==> src/logic/rv_decode_macros.svh <==
`ifndef RV_DECODE_MACROS_SVH
`define RV_DECODE_MACROS_SVH

////////////////////
// Datapath sizes
////////////////////

// Data and instruction width
`define RV_XLEN 32

// Architectural integer registers
`define RV_NUM_REGS 32
`define RV_REG_AW 5

////////////////////
// Field positions
////////////////////

// Source register 1
`define RV_RS1_MSB 19
`define RV_RS1_LSB 15

// Source register 2
`define RV_RS2_MSB 24
`define RV_RS2_LSB 20

// Destination register
`define RV_RD_MSB 11
`define RV_RD_LSB 7

// Sequential PC step, no compressed support
`define RV_PC_INCR 4

`endif

==> src/logic/rv_decode_pkg.sv <==
`include "rv_decode_macros.svh"

package rv_decode_pkg;

  ////////////////////
  // Encodings
  ////////////////////

  // Base RV32I major opcodes
  typedef enum logic [6:0] {
    OPC_LOAD   = 7'h03,
    OPC_OP_IMM = 7'h13,
    OPC_AUIPC  = 7'h17,
    OPC_STORE  = 7'h23,
    OPC_OP     = 7'h33,
    OPC_LUI    = 7'h37,
    OPC_BRANCH = 7'h63,
    OPC_JALR   = 7'h67,
    OPC_JAL    = 7'h6f
  } opcode_e;

  // Arithmetic ops first, then the branch comparisons
  typedef enum logic [3:0] {
    ALU_ADD,
    ALU_SUB,
    ALU_XOR,
    ALU_OR,
    ALU_AND,
    ALU_SLL,
    ALU_SRL,
    ALU_SRA,
    ALU_SLT,
    ALU_SLTU,
    ALU_EQ,
    ALU_NE,
    ALU_LT,
    ALU_GE,
    ALU_LTU,
    ALU_GEU
  } alu_op_e;

  typedef enum logic [1:0] {
    OP_A_REG,
    OP_A_PC,
    OP_A_ZERO
  } op_a_sel_e;

  typedef enum logic {
    OP_B_REG,
    OP_B_IMM
  } op_b_sel_e;

  // Matches funct3[1:0] of loads and stores
  typedef enum logic [1:0] {
    LSU_BYTE = 2'b00,
    LSU_HALF = 2'b01,
    LSU_WORD = 2'b10
  } lsu_size_e;

  ////////////////////
  // Instruction views
  ////////////////////

  typedef struct packed {
    logic [6:0]            funct7;
    logic [`RV_REG_AW-1:0] rs2;
    logic [`RV_REG_AW-1:0] rs1;
    logic [2:0]            funct3;
    logic [`RV_REG_AW-1:0] rd;
    opcode_e               opcode;
  } r_view_t;

  // Store and branch split their immediate around rs1/rs2
  typedef struct packed {
    logic [6:0]            imm_hi;
    logic [`RV_REG_AW-1:0] rs2;
    logic [`RV_REG_AW-1:0] rs1;
    logic [2:0]            funct3;
    logic [4:0]            imm_lo;
    opcode_e               opcode;
  } s_view_t;

  typedef union packed {
    r_view_t r_view;
    s_view_t s_view;
  } instr_u;

  ////////////////////
  // Stage interfaces
  ////////////////////

  typedef struct packed {
    alu_op_e   alu_op;
    op_a_sel_e op_a_sel;
    op_b_sel_e op_b_sel;
    logic      rf_we;
    logic      lsu_req;
    logic      lsu_we;
    lsu_size_e lsu_size;
    logic      lsu_sign_ext;
    logic      is_jump;
    logic      is_branch;
    logic      illegal;
  } dec_ctrl_t;

  typedef struct packed {
    alu_op_e             op;
    logic [`RV_XLEN-1:0] operand_a;
    logic [`RV_XLEN-1:0] operand_b;
  } alu_req_t;

  typedef struct packed {
    logic                req;
    logic                we;
    lsu_size_e           size;
    logic                sign_ext;
    logic [`RV_XLEN-1:0] wdata;
  } lsu_req_t;

  typedef struct packed {
    logic                  we;
    logic [`RV_REG_AW-1:0] addr;
    logic [`RV_XLEN-1:0]   data;
  } rf_wr_t;

endpackage

==> src/logic/rv_decoder.sv <==
`timescale 1ns/1ps

`include "rv_decode_macros.svh"

module rv_decoder (
  input  rv_decode_pkg::instr_u    instr_i,
  output rv_decode_pkg::dec_ctrl_t ctrl_o,
  output logic [`RV_XLEN-1:0]      imm_o
);

  logic [6:0]          funct7;
  logic [2:0]          funct3;
  logic [`RV_XLEN-1:0] imm_i_type;
  logic [`RV_XLEN-1:0] imm_s_type;
  logic [`RV_XLEN-1:0] imm_b_type;
  logic [`RV_XLEN-1:0] imm_u_type;
  logic [`RV_XLEN-1:0] imm_j_type;

  assign funct7 = instr_i.r_view.funct7;
  assign funct3 = instr_i.r_view.funct3;

  // Shared by OP and OP-IMM, alt picks SUB or SRA
  function automatic rv_decode_pkg::alu_op_e arith_op(input logic [2:0] f3, input logic alt);
    case (f3)
      3'b000:  arith_op = alt ? rv_decode_pkg::ALU_SUB : rv_decode_pkg::ALU_ADD;
      3'b001:  arith_op = rv_decode_pkg::ALU_SLL;
      3'b010:  arith_op = rv_decode_pkg::ALU_SLT;
      3'b011:  arith_op = rv_decode_pkg::ALU_SLTU;
      3'b100:  arith_op = rv_decode_pkg::ALU_XOR;
      3'b101:  arith_op = alt ? rv_decode_pkg::ALU_SRA : rv_decode_pkg::ALU_SRL;
      3'b110:  arith_op = rv_decode_pkg::ALU_OR;
      default: arith_op = rv_decode_pkg::ALU_AND;
    endcase
  endfunction

  ////////////////////
  // Immediates
  ////////////////////

  assign imm_i_type = {{20{funct7[6]}}, funct7, instr_i.r_view.rs2};
  assign imm_s_type = {{20{instr_i.s_view.imm_hi[6]}}, instr_i.s_view.imm_hi,
                       instr_i.s_view.imm_lo};
  assign imm_b_type = {{19{instr_i.s_view.imm_hi[6]}}, instr_i.s_view.imm_hi[6],
                       instr_i.s_view.imm_lo[0], instr_i.s_view.imm_hi[5:0],
                       instr_i.s_view.imm_lo[4:1], 1'b0};
  assign imm_u_type = {funct7, instr_i.r_view.rs2, instr_i.r_view.rs1, funct3, 12'b0};
  // J format scatters imm[19:12] over rs1 and funct3
  assign imm_j_type = {{12{funct7[6]}}, instr_i.r_view.rs1, funct3, instr_i.r_view.rs2[0],
                       funct7[5:0], instr_i.r_view.rs2[4:1], 1'b0};

  ////////////////////
  // Control decode
  ////////////////////

  always_comb begin
    ctrl_o              = '0;
    ctrl_o.alu_op       = rv_decode_pkg::ALU_ADD;
    ctrl_o.op_a_sel     = rv_decode_pkg::OP_A_REG;
    ctrl_o.op_b_sel     = rv_decode_pkg::OP_B_REG;
    ctrl_o.lsu_size     = rv_decode_pkg::LSU_WORD;
    imm_o               = imm_i_type;

    case (instr_i.r_view.opcode)
      rv_decode_pkg::OPC_OP: begin
        ctrl_o.rf_we   = 1'b1;
        ctrl_o.alu_op  = arith_op(funct3, funct7[5]);
        // Only ADD/SUB and SRL/SRA have a second encoding
        ctrl_o.illegal = !((funct7 == 7'b0000000) ||
                           (funct7 == 7'b0100000 && (funct3 == 3'b000 || funct3 == 3'b101)));
      end
      rv_decode_pkg::OPC_OP_IMM: begin
        ctrl_o.rf_we    = 1'b1;
        ctrl_o.op_b_sel = rv_decode_pkg::OP_B_IMM;
        ctrl_o.alu_op   = arith_op(funct3, (funct3 == 3'b101) && funct7[5]);
        if (funct3 == 3'b001) begin
          ctrl_o.illegal = (funct7 != 7'b0000000);
        end else if (funct3 == 3'b101) begin
          ctrl_o.illegal = (funct7 != 7'b0000000) && (funct7 != 7'b0100000);
        end
      end
      rv_decode_pkg::OPC_LUI: begin
        ctrl_o.rf_we    = 1'b1;
        ctrl_o.op_a_sel = rv_decode_pkg::OP_A_ZERO;
        ctrl_o.op_b_sel = rv_decode_pkg::OP_B_IMM;
        imm_o           = imm_u_type;
      end
      rv_decode_pkg::OPC_AUIPC: begin
        ctrl_o.rf_we    = 1'b1;
        ctrl_o.op_a_sel = rv_decode_pkg::OP_A_PC;
        ctrl_o.op_b_sel = rv_decode_pkg::OP_B_IMM;
        imm_o           = imm_u_type;
      end
      rv_decode_pkg::OPC_LOAD: begin
        ctrl_o.rf_we        = 1'b1;
        ctrl_o.lsu_req      = 1'b1;
        ctrl_o.op_b_sel     = rv_decode_pkg::OP_B_IMM;
        ctrl_o.lsu_size     = rv_decode_pkg::lsu_size_e'(funct3[1:0]);
        ctrl_o.lsu_sign_ext = ~funct3[2];
        // LB LH LW LBU LHU
        ctrl_o.illegal      = (funct3[1:0] == 2'b11) || (funct3 == 3'b110);
      end
      rv_decode_pkg::OPC_STORE: begin
        ctrl_o.lsu_req  = 1'b1;
        ctrl_o.lsu_we   = 1'b1;
        ctrl_o.op_b_sel = rv_decode_pkg::OP_B_IMM;
        ctrl_o.lsu_size = rv_decode_pkg::lsu_size_e'(funct3[1:0]);
        ctrl_o.illegal  = funct3[2] || (funct3[1:0] == 2'b11);
        imm_o           = imm_s_type;
      end
      rv_decode_pkg::OPC_BRANCH: begin
        // Compare rs1 with rs2, the target adder sits in fetch
        ctrl_o.is_branch = 1'b1;
        imm_o            = imm_b_type;
        case (funct3)
          3'b000:  ctrl_o.alu_op = rv_decode_pkg::ALU_EQ;
          3'b001:  ctrl_o.alu_op = rv_decode_pkg::ALU_NE;
          3'b100:  ctrl_o.alu_op = rv_decode_pkg::ALU_LT;
          3'b101:  ctrl_o.alu_op = rv_decode_pkg::ALU_GE;
          3'b110:  ctrl_o.alu_op = rv_decode_pkg::ALU_LTU;
          3'b111:  ctrl_o.alu_op = rv_decode_pkg::ALU_GEU;
          default: ctrl_o.illegal = 1'b1;
        endcase
      end
      rv_decode_pkg::OPC_JAL: begin
        ctrl_o.rf_we    = 1'b1;
        ctrl_o.is_jump  = 1'b1;
        ctrl_o.op_a_sel = rv_decode_pkg::OP_A_PC;
        ctrl_o.op_b_sel = rv_decode_pkg::OP_B_IMM;
        imm_o           = imm_j_type;
      end
      rv_decode_pkg::OPC_JALR: begin
        ctrl_o.rf_we    = 1'b1;
        ctrl_o.is_jump  = 1'b1;
        ctrl_o.op_a_sel = rv_decode_pkg::OP_A_PC;
        ctrl_o.op_b_sel = rv_decode_pkg::OP_B_IMM;
        ctrl_o.illegal  = (funct3 != 3'b000);
      end
      default: ctrl_o.illegal = 1'b1;
    endcase

    // Nothing with side effects leaves an illegal instruction
    if (ctrl_o.illegal) begin
      ctrl_o.rf_we     = 1'b0;
      ctrl_o.lsu_req   = 1'b0;
      ctrl_o.lsu_we    = 1'b0;
      ctrl_o.is_jump   = 1'b0;
      ctrl_o.is_branch = 1'b0;
    end
  end

endmodule

==> src/logic/rv_register_file.sv <==
`timescale 1ns/1ps

`include "rv_decode_macros.svh"

module rv_register_file (
  input  logic                   clk_i,
  input  logic                   rst_ni,
  input  logic [`RV_REG_AW-1:0]  raddr_a_i,
  input  logic [`RV_REG_AW-1:0]  raddr_b_i,
  output logic [`RV_XLEN-1:0]    rdata_a_o,
  output logic [`RV_XLEN-1:0]    rdata_b_o,
  input  rv_decode_pkg::rf_wr_t  wr_i
);

  // No storage for x0
  logic [`RV_XLEN-1:0] regs_q [1:`RV_NUM_REGS-1];

  ////////////////////
  // Write port
  ////////////////////

  for (genvar i = 1; i < `RV_NUM_REGS; i++) begin : gen_regs
    always_ff @(posedge clk_i or negedge rst_ni) begin
      if (!rst_ni) begin
        regs_q[i] <= '0;
      end else if (wr_i.we && (wr_i.addr == `RV_REG_AW'(i))) begin
        regs_q[i] <= wr_i.data;
      end
    end
  end

  ////////////////////
  // Read ports
  ////////////////////

  always_comb begin
    rdata_a_o = '0;
    rdata_b_o = '0;
    if (raddr_a_i != '0) begin
      rdata_a_o = regs_q[raddr_a_i];
    end
    if (raddr_b_i != '0) begin
      rdata_b_o = regs_q[raddr_b_i];
    end
  end

endmodule

==> src/logic/rv_issue_ctrl.sv <==
`timescale 1ns/1ps

`include "rv_decode_macros.svh"

module rv_issue_ctrl (
  input  logic                      clk_i,
  input  logic                      rst_ni,
  input  logic                      instr_valid_i,
  input  logic [`RV_XLEN-1:0]       pc_i,
  input  logic [`RV_REG_AW-1:0]     rd_addr_i,
  input  rv_decode_pkg::dec_ctrl_t  ctrl_i,
  input  logic [`RV_XLEN-1:0]       imm_i,
  input  logic [`RV_XLEN-1:0]       rdata_a_i,
  input  logic [`RV_XLEN-1:0]       rdata_b_i,
  input  logic                      ex_ready_i,
  input  logic                      branch_decision_i,
  input  logic [`RV_XLEN-1:0]       ex_result_i,
  input  logic [`RV_XLEN-1:0]       lsu_rdata_i,
  output rv_decode_pkg::alu_req_t   alu_req_o,
  output rv_decode_pkg::lsu_req_t   lsu_req_o,
  output rv_decode_pkg::rf_wr_t     wr_o,
  output logic                      id_ready_o,
  output logic                      id_valid_o,
  output logic                      pc_set_o
);

  typedef enum logic {
    IDLE,
    WAIT
  } id_fsm_e;

  id_fsm_e fsm_q;
  id_fsm_e fsm_d;
  logic    taken_branch;
  logic    multicycle;
  logic    stall;
  logic    rf_we;
  logic    sel_lsu;

  ////////////////////
  // Operands
  ////////////////////

  always_comb begin
    alu_req_o.op = ctrl_i.alu_op;

    case (ctrl_i.op_a_sel)
      rv_decode_pkg::OP_A_REG: alu_req_o.operand_a = rdata_a_i;
      rv_decode_pkg::OP_A_PC:  alu_req_o.operand_a = pc_i;
      default:                 alu_req_o.operand_a = '0;
    endcase

    // Jumps compute the link address pc + 4
    if (ctrl_i.is_jump) begin
      alu_req_o.operand_b = `RV_XLEN'(`RV_PC_INCR);
    end else if (ctrl_i.op_b_sel == rv_decode_pkg::OP_B_IMM) begin
      alu_req_o.operand_b = imm_i;
    end else begin
      alu_req_o.operand_b = rdata_b_i;
    end
  end

  assign lsu_req_o.req      = ctrl_i.lsu_req & instr_valid_i;
  assign lsu_req_o.we       = ctrl_i.lsu_we;
  assign lsu_req_o.size     = ctrl_i.lsu_size;
  assign lsu_req_o.sign_ext = ctrl_i.lsu_sign_ext;
  assign lsu_req_o.wdata    = rdata_b_i;

  ////////////////////
  // Stall FSM
  ////////////////////

  assign taken_branch = ctrl_i.is_branch & branch_decision_i;
  assign multicycle   = ctrl_i.lsu_req | ctrl_i.is_jump | taken_branch;

  always_ff @(posedge clk_i or negedge rst_ni) begin
    if (!rst_ni) begin
      fsm_q <= IDLE;
    end else begin
      fsm_q <= fsm_d;
    end
  end

  always_comb begin
    fsm_d    = fsm_q;
    stall    = 1'b0;
    rf_we    = 1'b0;
    sel_lsu  = 1'b0;
    pc_set_o = 1'b0;

    case (fsm_q)
      IDLE: begin
        if (instr_valid_i) begin
          // Redirect fetch as soon as the target is known
          pc_set_o = ctrl_i.is_jump | taken_branch;
          if (multicycle) begin
            stall = 1'b1;
            fsm_d = WAIT;
          end else begin
            rf_we = ctrl_i.rf_we;
          end
        end
      end
      WAIT: begin
        if (ex_ready_i) begin
          rf_we   = ctrl_i.rf_we & instr_valid_i;
          sel_lsu = ctrl_i.lsu_req;
          fsm_d   = IDLE;
        end else begin
          stall = 1'b1;
        end
      end
      default: fsm_d = IDLE;
    endcase
  end

  assign id_ready_o = ~stall;
  assign id_valid_o = instr_valid_i & id_ready_o;

  // Write-back source, loads take the LSU data
  assign wr_o.we   = rf_we;
  assign wr_o.addr = rd_addr_i;
  assign wr_o.data = sel_lsu ? lsu_rdata_i : ex_result_i;

endmodule

==> src/logic/rv_id_stage.sv <==
`timescale 1ns/1ps

`include "rv_decode_macros.svh"

module rv_id_stage (
  input  logic                     clk_i,
  input  logic                     rst_ni,
  input  logic                     instr_valid_i,
  input  logic [`RV_XLEN-1:0]      instr_i,
  input  logic [`RV_XLEN-1:0]      pc_i,
  input  logic                     ex_ready_i,
  input  logic                     branch_decision_i,
  input  logic [`RV_XLEN-1:0]      ex_result_i,
  input  logic [`RV_XLEN-1:0]      lsu_rdata_i,
  output logic                     id_ready_o,
  output logic                     id_valid_o,
  output rv_decode_pkg::alu_req_t  alu_req_o,
  output rv_decode_pkg::lsu_req_t  lsu_req_o,
  output logic                     pc_set_o,
  output logic                     illegal_insn_o
);

  rv_decode_pkg::dec_ctrl_t dec_ctrl;
  logic [`RV_XLEN-1:0]      dec_imm;
  logic [`RV_XLEN-1:0]      rf_rdata_a;
  logic [`RV_XLEN-1:0]      rf_rdata_b;
  rv_decode_pkg::rf_wr_t    rf_wr;

  assign illegal_insn_o = dec_ctrl.illegal;

  rv_decoder i_decoder (
    .instr_i (instr_i),
    .ctrl_o  (dec_ctrl),
    .imm_o   (dec_imm)
  );

  // Reads start from the raw word, in parallel with decode
  rv_register_file i_register_file (
    .clk_i     (clk_i),
    .rst_ni    (rst_ni),
    .raddr_a_i (instr_i[`RV_RS1_MSB:`RV_RS1_LSB]),
    .raddr_b_i (instr_i[`RV_RS2_MSB:`RV_RS2_LSB]),
    .rdata_a_o (rf_rdata_a),
    .rdata_b_o (rf_rdata_b),
    .wr_i      (rf_wr)
  );

  rv_issue_ctrl i_issue_ctrl (
    .clk_i             (clk_i),
    .rst_ni            (rst_ni),
    .instr_valid_i     (instr_valid_i),
    .pc_i              (pc_i),
    .rd_addr_i         (instr_i[`RV_RD_MSB:`RV_RD_LSB]),
    .ctrl_i            (dec_ctrl),
    .imm_i             (dec_imm),
    .rdata_a_i         (rf_rdata_a),
    .rdata_b_i         (rf_rdata_b),
    .ex_ready_i        (ex_ready_i),
    .branch_decision_i (branch_decision_i),
    .ex_result_i       (ex_result_i),
    .lsu_rdata_i       (lsu_rdata_i),
    .alu_req_o         (alu_req_o),
    .lsu_req_o         (lsu_req_o),
    .wr_o              (rf_wr),
    .id_ready_o        (id_ready_o),
    .id_valid_o        (id_valid_o),
    .pc_set_o          (pc_set_o)
  );

endmodule

==> config.mk <==
export PLATFORM = sky130hd
export DESIGN_NAME = rv_id_stage
export DESIGN_NICKNAME = d
export VERILOG_FILES = /design/src/logic/rv_decode_pkg.sv /design/src/logic/rv_decoder.sv /design/src/logic/rv_register_file.sv /design/src/logic/rv_issue_ctrl.sv /design/src/logic/rv_id_stage.sv
export VERILOG_INCLUDE_DIRS = /design/src /design/src/logic
export SDC_FILE = /design/constraint.sdc
export NUM_CORES = 2
export LEC_CHECK = 0
export BUFFER_PORTS_ARGS = -buffer_cell sky130_fd_sc_hd__buf_4
export CORE_MARGIN = 3
export CORE_UTILIZATION = 50
export CTS_BUF_LIST = sky130_fd_sc_hd__clkbuf_4
export DETAILED_ROUTE_END_ITERATION = 7
export PLACE_DENSITY = 0.67
export RECOVER_POWER = 100
export SYNTH_ARGS = -nofsm -noshare
export SYNTH_HDL_FRONTEND = slang
export SYNTH_SLANG_ARGS = --single-unit
==> constraint.sdc <==
create_clock -name clk_i -period 3.7 [get_ports clk_i]
set_input_delay 0.37 -clock clk_i [delete_from_list [all_inputs] [get_ports clk_i]]
set_output_delay 0.37 -clock clk_i [all_outputs]
set_load 0.005 [all_outputs]
==> results.cfg <==
[global_route]
grt_util_all_layers = 0.339
maximum_number_of_pins_on_one_net_before_global_route_repair = 105
grt_first_pass_wirelength_mm = 280
number_of_global_route_vias_before_repair = 40700
grt_antenna_before_repair = 11
gr-total-overflow = 0

[floorplan]
floorplan.core_area_sq_um = 109000
fp-row-count = 121
fp.dieW_um = 338
ioPinCount = 242
die_height_um = 338
floorplan.initialDensity = 0.504
floorplan.die_area_sq_um = 114000

[placement]
finalWeightedCongestion = 0.910
io_buffer_count = 241
dpl.hpwl_mm = 123

[route]
post_drt_via_cell_ratio = 6.79
drt_first_pass_iters = 7
final_antenna_net_count = 0
vias = 39600
wire_per_inst_um = 32.8
routed_wirelength_mm = 191
drc = 0
drt_first_iter_violations = 4153

[synthesis]
area_share_of_and_or_nand_nor_cells_after_synthesis = 0.0313
netlist_instances = 3787
synth_compound_area_frac = 0.0560
synth_top_area_share = 0.452
synth.yosys.seq_area_share = 0.452
syn_area_per_cell_sq_um = 14.5
synth_async_sr_flop_share = 1.00
synth_top_family_by_area = multiplexers
yosys_register_bits = 993
muxShareOfSynthArea = 0.423
ys.warnings.count = 0
synth_ff_type = dfrtp_1
yosys.area_share.xor_xnor = 0.000159
synth.lib_cells_used.distinct = 66
number_of_flops_mapped_to_enable_cells_by_yosys = 0
yosys.area.top_type = dfrtp_1
synth-adder-area-share = 0.000910
post_synth_main_area_contributors = dfrtp_1, mux2_2, mux4_2
mappedNetlistNets = 3924
synth.cell_area_sq_um = 55000

[cts]
htree_num_levels = 5
cts_buffers = 291
cts_root_buffer = clkbuf_4
tritoncts_clock_tree = built
cts.sink_count = 993
clock_insertion_delay_worst_skew_ps = 1190
cts-root-to-sink-buffers = 4
clkSlewWorstSetupHoldPaths_ps = 70

[layout]
final.fill_count = 8958
finish.net_count = 4372
layout_commonest_cell = dfrtp_1
layout_common_cells = dfrtp_1, mux2_2, clkbuf_4
synthToLayoutAreaGrowth_pct = 14.2
post_route_cells_drive_above_1_share = 0.487

[timing]
rsz_0062_raised_after_global_routing = true
setup_slack_of_the_critical_path_after_layout_ps = -67.1
tightest_pin_transition_ps = 2690
maxSlewHeadroom = -0.796
report.final.slew_viol_count = 349
number_of_hold_slack_violations_in_the_final_timing_report = 0
setup_violating_endpoint_count_in_the_final_report = 2
period_share = 1.02
min_period_ps = 3770
fin_skew_ps = 66.2
timing.hold.ws_ps = 115
maxClockFrequency_ghz = 0.265

[worst_setup_path]
start_kind = flop
crit_path_end_kind = primary output
max_fo_critical_path = 3
timing.rr.start = i_issue_ctrl.fsm_q
ff2ff_setup_slack_ps = 0
cpMaxStageDelayCell = mux4_2
cp_data_arrival_time_ps = 3400
worst_r2r_path_depth = 8
criticalPathCategory = reg -> out
worstPathCellList = mux4_2, nor2b_2, nor3_2, a221oi_4, buf_4, nor2_2, a221o_1, buf_4
slowest_delay_ps = 510
cp_common_cell = buf_4
crit-reg2reg-capture = i_register_file.regs_q[376]
worstPathRequired_ps = 3330

[pwr]
vdd_drop_max_uv = 236
power_leakage_nw = 30.1
power_mw = 24.4
p_per_area_nw_per_um2 = 389

[outcome]
failed_checks = capacitance limit, slew limit, setup timing
outcome = complete, but fails checks

[worst_hold_path]
min_path_cells = 3
worstHoldEndpoint = i_register_file.regs_q[419]
worst_hold_path_type = in -> reg
worstHoldStart = ex_result_i[3]

[job]
max_cap_viol_count = 16
==> worst max-delay path: cells and delay by family (launching register included) <==
kind	cells	cell delay, ps
flip-flops	1	380
buffers and inverters	2	340
AND/OR/NAND/NOR	3	260
multiplexers	1	510
AO/OA/AOI/OAI	2	710
==> flip-flops by register name (all words and copies together), names as in the netlist <==
name	flops
i_register_file.regs_q	992
i_issue_ctrl.fsm_q	1
==> power by group <==
part	total, mW	internal (mW)	switching (mW)
sequential	11.3	11.1	0.192
combinational	2.94	1.22	1.73
clock	10.1	5.41	4.73
total	24.4	17.7	6.64
==> how the worst max path moves through the flow <==
stage / cells after the start / endpoint / startpoint / slack [ps]
after floorplan: 6 / alu_req_o[34] / instr_i[15] / 610
after global placement: 10 / alu_req_o[44] / instr_i[15] / 10
after detailed placement: 10 / alu_req_o[44] / instr_i[15] / -20
after CTS: 8 / alu_req_o[44] / i_register_file.regs_q[684] / -80
after global routing: 8 / alu_req_o[44] / i_register_file.regs_q[652] / -130
final: 8 / alu_req_o[44] / i_register_file.regs_q[652] / -70
==> layout make-up <==
cell class,count,area [sq um],share of cell area
Multi-Input combinational cell,2373,28100,0.448
Inverter,7,26.3,0.000419
Clock inverter,44,226,0.00361
Clock buffer,431,3240,0.0516
Tap cell,1414,1770,0.0282
Antenna cell,5,12.5,0.000199
Timing Repair Buffer,569,4510,0.0719
Sequential cell,993,24800,0.396
==> logic make-up (layout without fill, tap and decap cells) <==
logic type / after synthesis / in the layout
other: 0 / 5
muxes: 1669 / 1669
xor gates and xnor gates: 1 / 1
and+or+nand+nor: 294 / 294
adders and majority gates: 4 / 4
DFF: 993 / 993
buffers and inverters: 421 / 1051
AOI/OAI and AO/OA: 405 / 405
==> cells in the mapped netlist (5+ instances only) <==
library cell and count:
nor2_1 66, dfrtp_1 993, and3_1 5, nor2b_1 45
a31o_2 5, o211ai_1 5, buf_2 108, a211oi_1 21
nand2_1 25, a22oi_1 71, mux2_4 38, a22o_1 6
o21ai_0 16, nand2b_1 9, buf_1 45, o22ai_1 52
a21oi_1 60, and2_1 9, a221oi_1 65, mux2_2 812
o2bb2ai_1 6, nand4_1 15, mux4_2 405, nor3b_1 5
clkbuf_1 221, a221o_1 52, buf_6 36, a2111oi_0 21
inv_1 7, nor4_4 10, nor3_1 56, mux2i_1 185
mux2_1 229, nand3_1 28
==> per-stage QoR <==
step                      cell area [sq um]   util  cells  TNS [ps]  worst slack [ps]
after floorplan                       55000      -   3787         0               609
after global placement                59400  0.545   5290         0              13.5
after detailed placement              59400  0.545   5290     -15.8             -15.8
after CTS                             63500  0.583   5828      -203             -80.8
after global routing                  62700  0.576   5832      -851              -134
final                                 62800  0.576   5836     -70.7             -67.1
==> what timing repair did <==
action / 4_1_cts / 5_1_grt
setup buffers: 3 / 3
hold buffers: 60 / 0
endpoints found under the setup margin: 14 / 19
resized for setup: 14 / 21
endpoints found under the hold margin: 1228 / 0
pin swaps: 3 / 0
==> routing by layer <==
metal  wire length [um]  part of all wire  global-route usage
met1              76000              0.40               0.463
met5                 23           0.00012                   0
met2              83900              0.44               0.491
met4               8690             0.045               0.153
met3              22900              0.12               0.117
Note: power is estimated with default switching activity, not from simulation.
